**src/logic/timer_bus_pkg.sv**
```systemverilog
// Timer bus package
// Wishbone request/response bundles and the register map of the timer
`default_nettype none

package timer_bus_pkg;

    localparam int WB_DATA_W = 32;
    localparam int WB_ADDR_W = 3;

    typedef logic [WB_DATA_W-1:0] wb_data_t;
    typedef logic [WB_ADDR_W-1:0] wb_addr_t;

    typedef struct packed {
        logic     cyc;
        logic     stb;
        logic     we;
        wb_addr_t adr;
        wb_data_t dat;
    } wb_req_t;

    typedef struct packed {
        logic     ack;
        wb_data_t dat;
    } wb_rsp_t;

    // Word offsets
    localparam wb_addr_t REG_CTRL     = 3'd0;
    localparam wb_addr_t REG_LOAD     = 3'd1;
    localparam wb_addr_t REG_COMPARE  = 3'd2;
    localparam wb_addr_t REG_PRESCALE = 3'd3;
    localparam wb_addr_t REG_COUNT    = 3'd4;
    localparam wb_addr_t REG_STATUS   = 3'd5;

    // CTRL bits
    localparam int CTRL_ENABLE   = 0;
    localparam int CTRL_IE_OVF   = 1;
    localparam int CTRL_IE_MATCH = 2;

    // STATUS bits
    localparam int ST_OVF     = 0;
    localparam int ST_MATCH   = 1;
    localparam int ST_RUNNING = 2;

endpackage

`default_nettype wire

```
**src/logic/timer_pkg.sv**
```systemverilog
// Timer core package
// Count and prescaler types, run-control states and the control/event bundles
`default_nettype none

package timer_pkg;

    localparam int COUNT_W = 16;
    localparam int PRESC_W = 8;

    typedef logic [COUNT_W-1:0] count_t;
    typedef logic [PRESC_W-1:0] presc_t;

    // Last value before the count wraps
    localparam count_t COUNT_MAX = '1;

    typedef enum logic [1:0] {
        IDLE,
        RUNNING,
        DONE
    } timer_state_e;

    // Issued by the run-control FSM
    typedef struct packed {
        logic load;
        logic run;
    } timer_cmd_t;

    // One-cycle pulses from the counter
    typedef struct packed {
        logic match;
        logic overflow;
    } timer_evt_t;

endpackage

`default_nettype wire

```
**src/logic/timer_counter.sv**
```systemverilog
// Timer count register
// Loads on command, counts prescaled ticks and flags compare matches and wraps
`timescale 1ns/1ps
`default_nettype none

module timer_counter (
    input  logic                  clk,
    input  logic                  rst,
    input  timer_pkg::timer_cmd_t cmd,
    input  logic                  tick,
    input  timer_pkg::count_t     load_value,
    input  timer_pkg::count_t     compare_value,
    output timer_pkg::count_t     count,
    output timer_pkg::timer_evt_t evt
);
    import timer_pkg::*;

    count_t count_inc;

    assign count_inc = count + 1'b1;

    always_ff @(posedge clk or posedge rst) begin
        if (rst) begin
            count <= '0;
            evt   <= '0;
        end else begin
            evt <= '0;
            if (cmd.load) begin
                count <= load_value;
            end else if (tick && !evt.overflow) begin
                // A tick landing in the overflow cycle would move a finished count
                if (count == COUNT_MAX) begin
                    count        <= '0;
                    evt.overflow <= 1'b1;
                end else begin
                    count     <= count_inc;
                    evt.match <= (count_inc == compare_value);
                end
            end
        end
    end

    a_single_event: assert property (
        @(posedge clk) disable iff (rst) !(evt.match && evt.overflow)
    );

endmodule

`default_nettype wire

```
**src/logic/timer_fsm.sv**
```systemverilog
// Timer run control
// Starts a run with one load command, ends it at overflow or when software disables it
`timescale 1ns/1ps
`default_nettype none

module timer_fsm (
    input  logic                    clk,
    input  logic                    rst,
    input  logic                    enable,
    input  timer_pkg::timer_evt_t   evt,
    output timer_pkg::timer_cmd_t   cmd,
    output timer_pkg::timer_state_e state
);
    import timer_pkg::*;

    timer_state_e state_nxt;

    always_comb begin
        state_nxt = state;
        case (state)
            IDLE: begin
                if (enable) begin
                    state_nxt = RUNNING;
                end
            end
            RUNNING: begin
                // Software stop takes priority over the wrap
                if (!enable) begin
                    state_nxt = IDLE;
                end else if (evt.overflow) begin
                    state_nxt = DONE;
                end
            end
            DONE: begin
                // Wait for software to drop enable before rearming
                if (!enable) begin
                    state_nxt = IDLE;
                end
            end
            default: begin
                state_nxt = IDLE;
            end
        endcase
    end

    // Commands are registered with the state so they line up with it
    always_ff @(posedge clk or posedge rst) begin
        if (rst) begin
            state    <= IDLE;
            cmd.load <= 1'b0;
            cmd.run  <= 1'b0;
        end else begin
            state    <= state_nxt;
            cmd.load <= (state == IDLE) && (state_nxt == RUNNING);
            cmd.run  <= (state_nxt == RUNNING);
        end
    end

    a_load_on_start: assert property (
        @(posedge clk) disable iff (rst)
        cmd.load |-> (state == RUNNING) && ($past(state) == IDLE)
    );

    a_run_is_running: assert property (
        @(posedge clk) disable iff (rst) cmd.run == (state == RUNNING)
    );

endmodule

`default_nettype wire

```
**src/logic/timer_prescaler.sv**
```systemverilog
// Timer prescaler
// Turns the clock into count ticks, one every divisor plus one running cycles
`timescale 1ns/1ps
`default_nettype none

module timer_prescaler (
    input  logic              clk,
    input  logic              rst,
    input  logic              run,
    input  timer_pkg::presc_t divisor,
    output logic              tick
);
    import timer_pkg::*;

    presc_t presc_cnt;

    always_ff @(posedge clk or posedge rst) begin
        if (rst) begin
            presc_cnt <= '0;
        end else if (!run) begin
            presc_cnt <= '0;
        end else if (presc_cnt == divisor) begin
            presc_cnt <= '0;
        end else begin
            presc_cnt <= presc_cnt + 1'b1;
        end
    end

    // Tick on the last cycle of each period
    assign tick = run && (presc_cnt == divisor);

    a_no_tick_stopped: assert property (
        @(posedge clk) disable iff (rst) !run |-> !tick
    );

endmodule

`default_nettype wire

```
**src/logic/timer_top.sv**
```systemverilog
// Timer peripheral top
// Bus registers, run control, prescaler and counter of the 16-bit timer
`timescale 1ns/1ps
`default_nettype none

module timer_top (
    input  logic                   clk,
    input  logic                   rst,
    input  timer_bus_pkg::wb_req_t wb_req,
    output timer_bus_pkg::wb_rsp_t wb_rsp,
    output logic                   irq
);
    import timer_pkg::*;

    logic         enable;
    logic         tick;
    count_t       load_value;
    count_t       compare_value;
    count_t       count;
    presc_t       divisor;
    timer_cmd_t   cmd;
    timer_evt_t   evt;
    timer_state_e state;

    timer_wb_regs regs0 (
        .clk           (clk),
        .rst           (rst),
        .wb_req        (wb_req),
        .wb_rsp        (wb_rsp),
        .count         (count),
        .evt           (evt),
        .state         (state),
        .enable        (enable),
        .load_value    (load_value),
        .compare_value (compare_value),
        .divisor       (divisor),
        .irq           (irq)
    );

    timer_fsm fsm0 (
        .clk    (clk),
        .rst    (rst),
        .enable (enable),
        .evt    (evt),
        .cmd    (cmd),
        .state  (state)
    );

    timer_prescaler presc0 (
        .clk     (clk),
        .rst     (rst),
        .run     (cmd.run),
        .divisor (divisor),
        .tick    (tick)
    );

    timer_counter cnt0 (
        .clk           (clk),
        .rst           (rst),
        .cmd           (cmd),
        .tick          (tick),
        .load_value    (load_value),
        .compare_value (compare_value),
        .count         (count),
        .evt           (evt)
    );

endmodule

`default_nettype wire

```
**src/logic/timer_wb_regs.sv**
```systemverilog
// Timer register block
// Wishbone classic slave for control, load, compare, prescale, count and sticky status
`timescale 1ns/1ps
`default_nettype none

module timer_wb_regs (
    input  logic                    clk,
    input  logic                    rst,
    input  timer_bus_pkg::wb_req_t  wb_req,
    output timer_bus_pkg::wb_rsp_t  wb_rsp,
    input  timer_pkg::count_t       count,
    input  timer_pkg::timer_evt_t   evt,
    input  timer_pkg::timer_state_e state,
    output logic                    enable,
    output timer_pkg::count_t       load_value,
    output timer_pkg::count_t       compare_value,
    output timer_pkg::presc_t       divisor,
    output logic                    irq
);
    import timer_pkg::*;
    import timer_bus_pkg::*;

    logic     ack;
    logic     access;
    logic     wr;
    logic     ie_ovf;
    logic     ie_match;
    logic     st_ovf;
    logic     st_match;
    wb_data_t rdata;
    wb_data_t rdat_q;

    // New access only when no ack is pending
    assign access = wb_req.cyc && wb_req.stb && !ack;
    assign wr     = access && wb_req.we;

    always_ff @(posedge clk or posedge rst) begin
        if (rst) begin
            ack           <= 1'b0;
            rdat_q        <= '0;
            enable        <= 1'b0;
            ie_ovf        <= 1'b0;
            ie_match      <= 1'b0;
            load_value    <= '0;
            compare_value <= '0;
            divisor       <= '0;
        end else begin
            ack <= access;
            if (access) begin
                rdat_q <= rdata;
            end
            if (wr) begin
                case (wb_req.adr)
                    REG_CTRL: begin
                        enable   <= wb_req.dat[CTRL_ENABLE];
                        ie_ovf   <= wb_req.dat[CTRL_IE_OVF];
                        ie_match <= wb_req.dat[CTRL_IE_MATCH];
                    end
                    REG_LOAD:     load_value    <= count_t'(wb_req.dat);
                    REG_COMPARE:  compare_value <= count_t'(wb_req.dat);
                    REG_PRESCALE: divisor       <= presc_t'(wb_req.dat);
                    default: ;
                endcase
            end
        end
    end

    // Sticky flags, an event beats a write-one clear
    always_ff @(posedge clk or posedge rst) begin
        if (rst) begin
            st_ovf   <= 1'b0;
            st_match <= 1'b0;
        end else begin
            if (evt.overflow) begin
                st_ovf <= 1'b1;
            end else if (wr && wb_req.adr == REG_STATUS && wb_req.dat[ST_OVF]) begin
                st_ovf <= 1'b0;
            end
            if (evt.match) begin
                st_match <= 1'b1;
            end else if (wr && wb_req.adr == REG_STATUS && wb_req.dat[ST_MATCH]) begin
                st_match <= 1'b0;
            end
        end
    end

    always_comb begin
        rdata = '0;
        case (wb_req.adr)
            REG_CTRL: begin
                rdata[CTRL_ENABLE]   = enable;
                rdata[CTRL_IE_OVF]   = ie_ovf;
                rdata[CTRL_IE_MATCH] = ie_match;
            end
            REG_LOAD:     rdata = wb_data_t'(load_value);
            REG_COMPARE:  rdata = wb_data_t'(compare_value);
            REG_PRESCALE: rdata = wb_data_t'(divisor);
            REG_COUNT:    rdata = wb_data_t'(count);
            REG_STATUS: begin
                rdata[ST_OVF]     = st_ovf;
                rdata[ST_MATCH]   = st_match;
                rdata[ST_RUNNING] = (state == RUNNING);
            end
            default: rdata = '0;
        endcase
    end

    assign wb_rsp.ack = ack;
    assign wb_rsp.dat = rdat_q;

    assign irq = (st_ovf && ie_ovf) || (st_match && ie_match);

    a_ack_single: assert property (
        @(posedge clk) disable iff (rst) ack |=> !ack
    );

endmodule

`default_nettype wire

```
**config.mk**
```make
export PLATFORM = sky130hd
export DESIGN_NAME = timer_top
export DESIGN_NICKNAME = d
export VERILOG_FILES = /design/src/logic/timer_bus_pkg.sv /design/src/logic/timer_pkg.sv /design/src/logic/timer_counter.sv /design/src/logic/timer_fsm.sv /design/src/logic/timer_prescaler.sv /design/src/logic/timer_top.sv /design/src/logic/timer_wb_regs.sv
export SDC_FILE = /design/constraint.sdc
export NUM_CORES = 1
export LEC_CHECK = 0
export ABC_AREA = 1
export ABC_CLOCK_PERIOD_IN_PS = 6400
export BUFFER_PORTS_ARGS = -buffer_cell sky130_fd_sc_hd__buf_2
export CAP_MARGIN = 0
export CELL_PAD_IN_SITES_DETAIL_PLACEMENT = 0
export CELL_PAD_IN_SITES_GLOBAL_PLACEMENT = 1
export CORE_ASPECT_RATIO = 1.5
export CORE_MARGIN = 2
export CORE_UTILIZATION = 45
export DETAILED_ROUTE_END_ITERATION = 7
export GPL_ROUTABILITY_DRIVEN = 0
export PLACE_DENSITY_LB_ADDON = 0.3
export REMOVE_ABC_BUFFERS = 1
export SYNTH_ARGS = -nofsm -noshare
export SYNTH_HDL_FRONTEND = slang
export SYNTH_SLANG_ARGS = --single-unit
```
**constraint.sdc**
```tcl
create_clock -name clk -period 6.4 [get_ports clk]
set_input_delay 1.6 -clock clk [delete_from_list [all_inputs] [get_ports clk]]
set_output_delay 1.6 -clock clk [all_outputs]
set_load 0.005 [all_outputs]
```
==> metrics, run 1 <==
outcome finished clean; Max-Slew Margin vs Limit 26.7%; post-CTS resize count 0; leading cell types by count after synthesis sky130_fd_sc_hd__nand2_1 (191), sky130_fd_sc_hd__dfrtp_1 (92), sky130_fd_sc_hd__inv_1 (78), sky130_fd_sc_hd__o21ai_0 (57), sky130_fd_sc_hd__nor2_1 (42); Worst-path clk slew 0.06 ns; via density per instance 5.11; crit end category flip-flop; number of buffers added on ports 41; post-CTS repair timing setup buffer count 0; maximum achievable frequency 266 MHz; worst hold path type reg2reg; number of buffers inserted by hold repair at cts 0; area growth from synthesis to final layout 11.2%; area share of the largest cell type after synthesis 46.1%; vias after detailed routing 4,186; slew of the pin with the lowest slew margin 1.10 ns; Synth async-reset ratio 100%; latest clock arrival within the worst-skew pair 0.35 ns; type of element launching the critical path input pin; share of post-route cells with drive strength above 1 12.9%; library cells used by synthesis 40; final worst slack 2.65 ns; # IOs 74; RSZ-0062 raised after global routing false; Worst Setup Path Type in2reg; Max Cap Viol 0; antenna-violating nets left 0; proportion of synthesized chip area in sequential cells 46.1%; placed cell areas 0.00525 sq mm; post-route minimum period 3.75 ns; overall track demand over capacity in global routing 21.9%; Fin Clk Skew 0.00722 ns; maximum level of the CTS H-tree 3; cell area power density 350 mW/mm^2; via count of the first global-routing pass 4,197; global route total overflow 0; Arr. time, crit path 3.97 ns; diodes inserted 0; Synth area leaders sky130_fd_sc_hd__dfrtp_1 (46%), sky130_fd_sc_hd__nand2_1 (14%), sky130_fd_sc_hd__inv_1 (5.9%), sky130_fd_sc_hd__o21ai_0 (5.7%), sky130_fd_sc_hd__nor2_1 (3.2%); DIE AREA 0.0120 sq mm; count of standard-cell rows 47; Top cell by count, worst path sky130_fd_sc_hd__inv_1; worst setup slack before clock tree synthesis 2.33 ns; most used standard cell by instance count after synthesis sky130_fd_sc_hd__nand2_1; number of hold violations in the final report 0; worst-path cell chain buf_2 > inv_1 > nand3_1 > inv_1 > nand2_1 > o21ai_0; final count of pins violating max slew 0; detailed-route wire length per cell 15.4 microns; number of setup violations in the final report 0; number of flops mapped to enable cells by yosys 0; post-DP HPWL 9030 microns; largest buffer count on any clock path 2; Final nets 710; post-synthesis register bit count 92; Most used DFF post-synth sky130_fd_sc_hd__dfrtp_1; summed negative setup slack over all endpoints 0 ns; required time at the worst-slack endpoint 6.62 ns; initial DRC count 249; first-pass GRT wire length 20,600 microns; Filler cells 1,115; Critical-path top delay cell sky130_fd_sc_hd__nand2_1; area of the mapped netlist 0.00499 sq mm; antenna violations before repair 0; synthesis warning total 0; worst-case vdd ir drop 166 uV; DRC violation count after routing 0; longest individual stage delay on the worst path 0.79 ns; cts bufs inserted 9; Final Cycle Share 58.6%; number of detailed-route iterations in the first pass 5; top fanout value on the critical path 32; die extent in y 133 microns; cell accounting for the most synthesized area sky130_fd_sc_hd__dfrtp_1; overall die width 90 microns; post-synthesis instance total 634; initial core utilization 45.6%; root buffer cell sky130_fd_sc_hd__clkbuf_16; maximum number of pins on one net before global-route repair 62; CTS tree yes; CORE AREA 0.0109 sq mm; Avg Inst Size Synth 7.87 sq um; static leakage 2.74 nW; cell area after layout 0.00555 sq mm; number of clock sinks seen by CTS 92; overall routed net length 12,600 microns
==> cell families after synthesis <==
logic type / synth area share (%)
buffers and inverters: 10.4
adders and majority gates: 0.501
DFF: 46.1
and+or+nand+nor: 25.0
AOI/OAI and AO/OA: 14.8
xor gates and xnor gates: 3.18
other: 0.0751
==> final cells by class <==
cell class / instances / area, sq um / share of cell area (%)
inverter: 82 / 312 / 5.61
clock inverter: 1 / 30.0 / 0.541
sequential: 92 / 2300 / 41.5
clock buffer: 14 / 274 / 4.94
timing repair buffer: 43 / 220 / 3.97
tap: 147 / 184 / 3.31
multi-input combinational: 440 / 2230 / 40.1
==> cells in the final DEF, fill, tap and decap left out, types with 8 or more instances in the layout <==
master and count:
sky130_fd_sc_hd__nand2_1 191, sky130_fd_sc_hd__dfrtp_1 92, sky130_fd_sc_hd__inv_1 77, sky130_fd_sc_hd__o21ai_0 57, sky130_fd_sc_hd__nor2_1 42, sky130_fd_sc_hd__buf_2 41
sky130_fd_sc_hd__nand3_1 24, sky130_fd_sc_hd__conb_1 16, sky130_fd_sc_hd__a21oi_1 15, sky130_fd_sc_hd__o211ai_2 9, sky130_fd_sc_hd__clkbuf_16 9, sky130_fd_sc_hd__o22ai_1 8
sky130_fd_sc_hd__nor3_1 8, sky130_fd_sc_hd__xor2_1 8
==> registers in the layout, summed over array words and instances (netlist names) <==
name,count
cnt0.count,16
cnt0.evt,2
fsm0.cmd,2
fsm0.state,2
presc0.presc_cnt,8
regs0.ack,1
regs0.compare_value,16
regs0.divisor,8
regs0.enable,1
regs0.ie_match,1
regs0.ie_ovf,1
regs0.load_value,16
regs0.rdat_q,16
regs0.st_match,1
regs0.st_ovf,1
==> stage by stage <==
step | hold WS (ns) | total power [W] | cells | util (%)
after floorplan | 0.417 | 0.00123 | 614 | -
after global placement | 0.460 | 0.00138 | 804 | 48.0
after detailed placement | 0.463 | 0.00140 | 804 | 48.0
after CTS | 0.480 | 0.00196 | 819 | 50.7
after global routing | 0.501 | 0.00207 | 819 | 50.7
final | 0.476 | 0.00194 | 819 | 50.7
==> worst paths after layout <==
| path | start | endpoint | slack, ns | depth (start not counted) |
|---|---|---|---|---|
| worst max-delay path | wb_req[34] | regs0.load_value[13] | 2.65 | 6 |
| min in group asynchronous | rst | regs0.ie_ovf | 1.48 | 2 |
| worst min register to register | regs0.rdat_q[7] | regs0.rdat_q[7] | 0.48 | 2 |
| worst max register to register | fsm0.cmd[1] | cnt0.count[11] | 3.83 | 5 |
| max in group asynchronous | rst | regs0.compare_value[0] | 3.91 | 3 |
| worst min-delay path | regs0.rdat_q[7] | regs0.rdat_q[7] | 0.48 | 2 |
==> per-layer routing <==
| metal | GRT usage [%] | vias to the layer above | part of all wire [%] |
|---|---|---|---|
| li1 | - | 2076 | - |
| met1 | 25.3 | 1998 | 40 |
| met2 | 40.2 | 91 | 53 |
| met3 | 2.51 | 21 | 3.3 |
| met4 | 10.4 | 0 | 2.9 |
| met5 | 0 | - | 0 |
==> worst max-delay path: cells and delay by family <==
kind | cells | cell delay [ns]
AND/OR/NAND/NOR | 2 | 1.10
buffers and inverters | 3 | 0.76
AO/OA/AOI/OAI | 1 | 0.49
==> power breakdown <==
part           internal (W)  switching [W]  total (W)
Combinational      0.000208       0.000317   0.000526
Sequential         0.000709       0.000157   0.000866
Clock              0.000333       0.000218   0.000551
Note: power is estimated with default switching activity, not from simulation.
==> run 2: changes to the inputs <==
ABC_AREA = 0   (was 1)
ABC_CLOCK_PERIOD_IN_PS = 3700   (was 6400)
clock period = 3.7 ns   (was 6.4 ns; I/O delays follow)
==> metrics, run 2 <==
outcome finished clean; number of setup violations in the final report 0 (unchanged); via count of the first global-routing pass 3,935 (-6.2%); area growth from synthesis to final layout 10.6%; leading cell types by count after synthesis sky130_fd_sc_hd__dfrtp_1 (92), sky130_fd_sc_hd__mux2_2 (52), sky130_fd_sc_hd__nand2_1 (45), sky130_fd_sc_hd__nor2_1 (40), sky130_fd_sc_hd__o21ai_0 (30); maximum level of the CTS H-tree 3 (unchanged); clock group share of total power 29.0% (+0.6 points); worst-path cell chain ha_1 > nand4_1 > nor4_1 > xnor2_1 > a31oi_1 > nand4_1 > a211oi_2; maximum achievable frequency 401 MHz; vias after detailed routing 3,793 (-9.4%); proportion of synthesized chip area in sequential cells 44.4% (-1.7 points); Critical-path top delay cell sky130_fd_sc_hd__dfrtp_1; number of buffer and inverter instances along the worst setup path 0 (-3); global route total overflow 0 (unchanged); DRC violation count after routing 0 (unchanged); summed negative setup slack over all endpoints 0 ns (unchanged); Max Cap Viol 0 (unchanged); cell family contributing the most delay on the critical path simple AND/OR/NAND/NOR gates; hold_sp cnt0.evt[1]; post-synthesis instance total 520 (-18%); static leakage 2.52 nW (-8.0%); number of hold violations in the final report 0 (unchanged); wire length on met1 5030 microns (-1.0%); Synth area leaders sky130_fd_sc_hd__dfrtp_1 (44%), sky130_fd_sc_hd__mux2_2 (11%), sky130_fd_sc_hd__xnor2_1 (3.4%), sky130_fd_sc_hd__xor2_1 (3.4%), sky130_fd_sc_hd__nand2_1 (3.3%); cts bufs inserted 9 (unchanged); library cells used by synthesis 58 (+45%); root buffer cell sky130_fd_sc_hd__clkbuf_16; post-CTS resize count 0 (unchanged); CTS tree yes; area of the mapped netlist 0.00519 sq mm (+3.9%); cell depth of the worst min-delay path 1 (-1); Max-Slew Margin vs Limit 53.1% (+26 points); Worst-path clk slew 0.07 ns (about the same); crit end category flip-flop; antenna violations before repair 0 (unchanged); synthesis warning total 0 (unchanged); uppermost layer routed met4; top fanout value on the critical path 7 (-78%); CORE AREA 0.0114 sq mm (+3.8%); overall track demand over capacity in global routing 21.3% (-0.63 points); Hold WS 0.458 ns (-0.0178 ns); die extent in y 135 microns (+1.9%); multi-input combinational cell area 0.00261 sq mm (+17%); Filler cells 1,083 (-2.9%); most used cells in the layout excluding fill and tap cells sky130_fd_sc_hd__dfrtp_1 (92), sky130_fd_sc_hd__mux2_2 (52), sky130_fd_sc_hd__nand2_1 (45); longest individual stage delay on the worst path 0.52 ns (-0.27 ns); Most used DFF post-synth sky130_fd_sc_hd__dfrtp_1; cell accounting for the most synthesized area sky130_fd_sc_hd__dfrtp_1; number of buffers inserted by hold repair at cts 0 (unchanged); routed length on met3 343 microns (-18%); type of element launching the critical path flip-flop; initial core utilization 45.7% (+0.048 points); worst reg2reg path endpoint cnt0.evt[1]; number of clock sinks seen by CTS 92 (unchanged); RSZ-0062 raised after global routing false; share of post-route cells with drive strength above 1 24.0% (+11 points); Sequential Power Share 46.0% (+1.4 points); net switching power of the design 0.00108 W (+56%); Final Cycle Share 67.4%; post-CTS repair timing setup buffer count 0 (unchanged); Avg Inst Size Synth 9.97 sq um (+27%); diodes inserted 0 (unchanged); Final nets 588 (-17%); overall die width 91.7 microns (+1.8%); fraction of power spent switching nets 33.3% (-2.3 points); slew of the pin with the lowest slew margin 0.698 ns (-0.399 ns); area share of the largest cell type after synthesis 44.4% (-1.7 points); routed length on met2 6590 microns (-2.0%); Fin Clk Skew 0.00882 ns (+0.00160 ns); leading cell type in the layout, fill and taps excluded sky130_fd_sc_hd__dfrtp_1; # IOs 74 (unchanged); number of buffers added on ports 41 (unchanged); worst r2r src cnt0.count[0]; sequential cell area in the final layout 0.00230 sq mm (unchanged); Min-Delay Endpoint regs0.st_match; count of standard-cell rows 48 (+2.1%); maximum number of pins on one net before global-route repair 52 (-16%); Worst Setup Path Type reg2reg; Synth async-reset ratio 100% (unchanged); number of flops mapped to enable cells by yosys 0 (unchanged); Internal Power 0.00217 W (+73%); first-pass GRT wire length 20,700 microns (+0.27%); setup slack of the most critical reg-to-reg path 1.21 ns (-2.62 ns); required time at the worst-slack endpoint 3.93 ns (-2.69 ns); logic gate share of total power 25.0% (-2.1 points); overall routed net length 12,300 microns (-2.0%); Top cell by count, worst path sky130_fd_sc_hd__nand4_1; R2R depth 7 (+2); detailed-route wire length per cell 17.6 microns (+15%); worst hold path type reg2reg; post-route minimum period 2.49 ns; initial DRC count 156 (-37%); post-synthesis register bit count 92 (unchanged); antenna-violating nets left 0 (unchanged); most used standard cell by instance count after synthesis sky130_fd_sc_hd__dfrtp_1; worst-case vdd ir drop 282 uV (+70%); largest buffer count on any clock path 2 (unchanged); Arr. time, crit path 2.73 ns (-1.24 ns); number of detailed-route iterations in the first pass 4 (-1); latest clock arrival within the worst-skew pair 0.34 ns (about the same); final count of pins violating max slew 0 (unchanged); cell area power density 566 mW/mm^2 (+62%); post-DP HPWL 8890 microns (-1.6%); via density per instance 5.42 (+6.0%); DIE AREA 0.0124 sq mm (+3.7%)
run 2: cell count changes in the layout (fill, tap and decap cells not counted), sizes merged, moves of 15 or more:
cell and delta:
xnor2 +15, nand2 -150, a22oi +15, o21ai -25, mux2 +52, inv -69
run 2: metrics by stage:
| stage | area, sq um | utilization (%) | cells | setup WS (ns) | total power (W) |
|---|---|---|---|---|---|
| finish | 5730 | 50.5 | 700 | 1.21 | 0.00325 |
| global placement | 5430 | 47.9 | 685 | 0.966 | 0.00230 |
| detailed placement | 5430 | 47.9 | 685 | 0.923 | 0.00233 |
| floorplan | 4950 | - | 482 | 0.383 | 0.00205 |
| global route | 5730 | 50.5 | 700 | 0.982 | 0.00345 |
| CTS | 5730 | 50.5 | 700 | 1.18 | 0.00328 |
run 2: area by class of cell:
class                           count  area share [%]
Sequential cell                    92            40.1
Inverter                            9           0.633
Multi-Input combinational cell    381            45.5
Timing Repair Buffer               53            5.15
Clock inverter                      3           0.807
Tap cell                          150            3.27
Clock buffer                       12            4.47
run 2: power groups by stage:
stage | registers (W) | logic, W | clock network (W)
final | 0.00149 | 0.000811 | 0.000943
after global routing | 0.00154 | 0.000912 | 0.00101
after CTS | 0.00149 | 0.000822 | 0.000961
after detailed placement | 0.00151 | 0.000813 | 0
after global placement | 0.00150 | 0.000796 | 0
after floorplan | 0.00144 | 0.000608 | 0
run 2: metal layers:
layer | vias to the layer above | track usage, %
met5 | - | 0
met4 | 0 | 9.18
met3 | 21 | 3.28
met2 | 66 | 38.2
met1 | 1848 | 25.0
li1 | 1858 | -
run 2: worst register-to-register path: cells and delay by family, from the launching register on:
| family | cells | cell delay, ns |
|---|---|---|
| flip-flops | 1 | 0.52 |
| XOR/XNOR | 1 | 0.11 |
| AO/OA/AOI/OAI | 2 | 0.53 |
| adder cells (fa/ha/maj) | 1 | 0.35 |
| AND/OR/NAND/NOR | 3 | 0.90 |
run 2: kinds of logic (layout without fill, tap and decap cells):
| logic type | count (synthesis) | after routing | share of synthesized area (%) |
|---|---|---|---|
| mux | 54 | 54 | 11.7 |
| buf+inv | 62 | 77 | 6.37 |
| xor+xnor | 40 | 40 | 6.76 |
| flops | 92 | 92 | 44.4 |
| compound gates | 105 | 105 | 12.8 |
| other cells | 1 | 16 | 0.0723 |
| fa+ha+maj | 2 | 2 | 0.482 |
| simple gates | 164 | 164 | 17.5 |
run 2: worst max path at each step:
stage | start | slack [ns] | cells past startpoint | endpoint
after floorplan | rst | 0.38 | 1 | cnt0.count[0]
after global routing | cnt0.count[0] | 0.98 | 7 | cnt0.evt[1]
after detailed placement | wb_req[37] | 0.92 | 8 | regs0.load_value[15]
final | cnt0.count[0] | 1.21 | 7 | cnt0.evt[1]
after global placement | wb_req[37] | 0.97 | 8 | regs0.load_value[11]
after CTS | cnt0.count[0] | 1.18 | 7 | cnt0.evt[1]
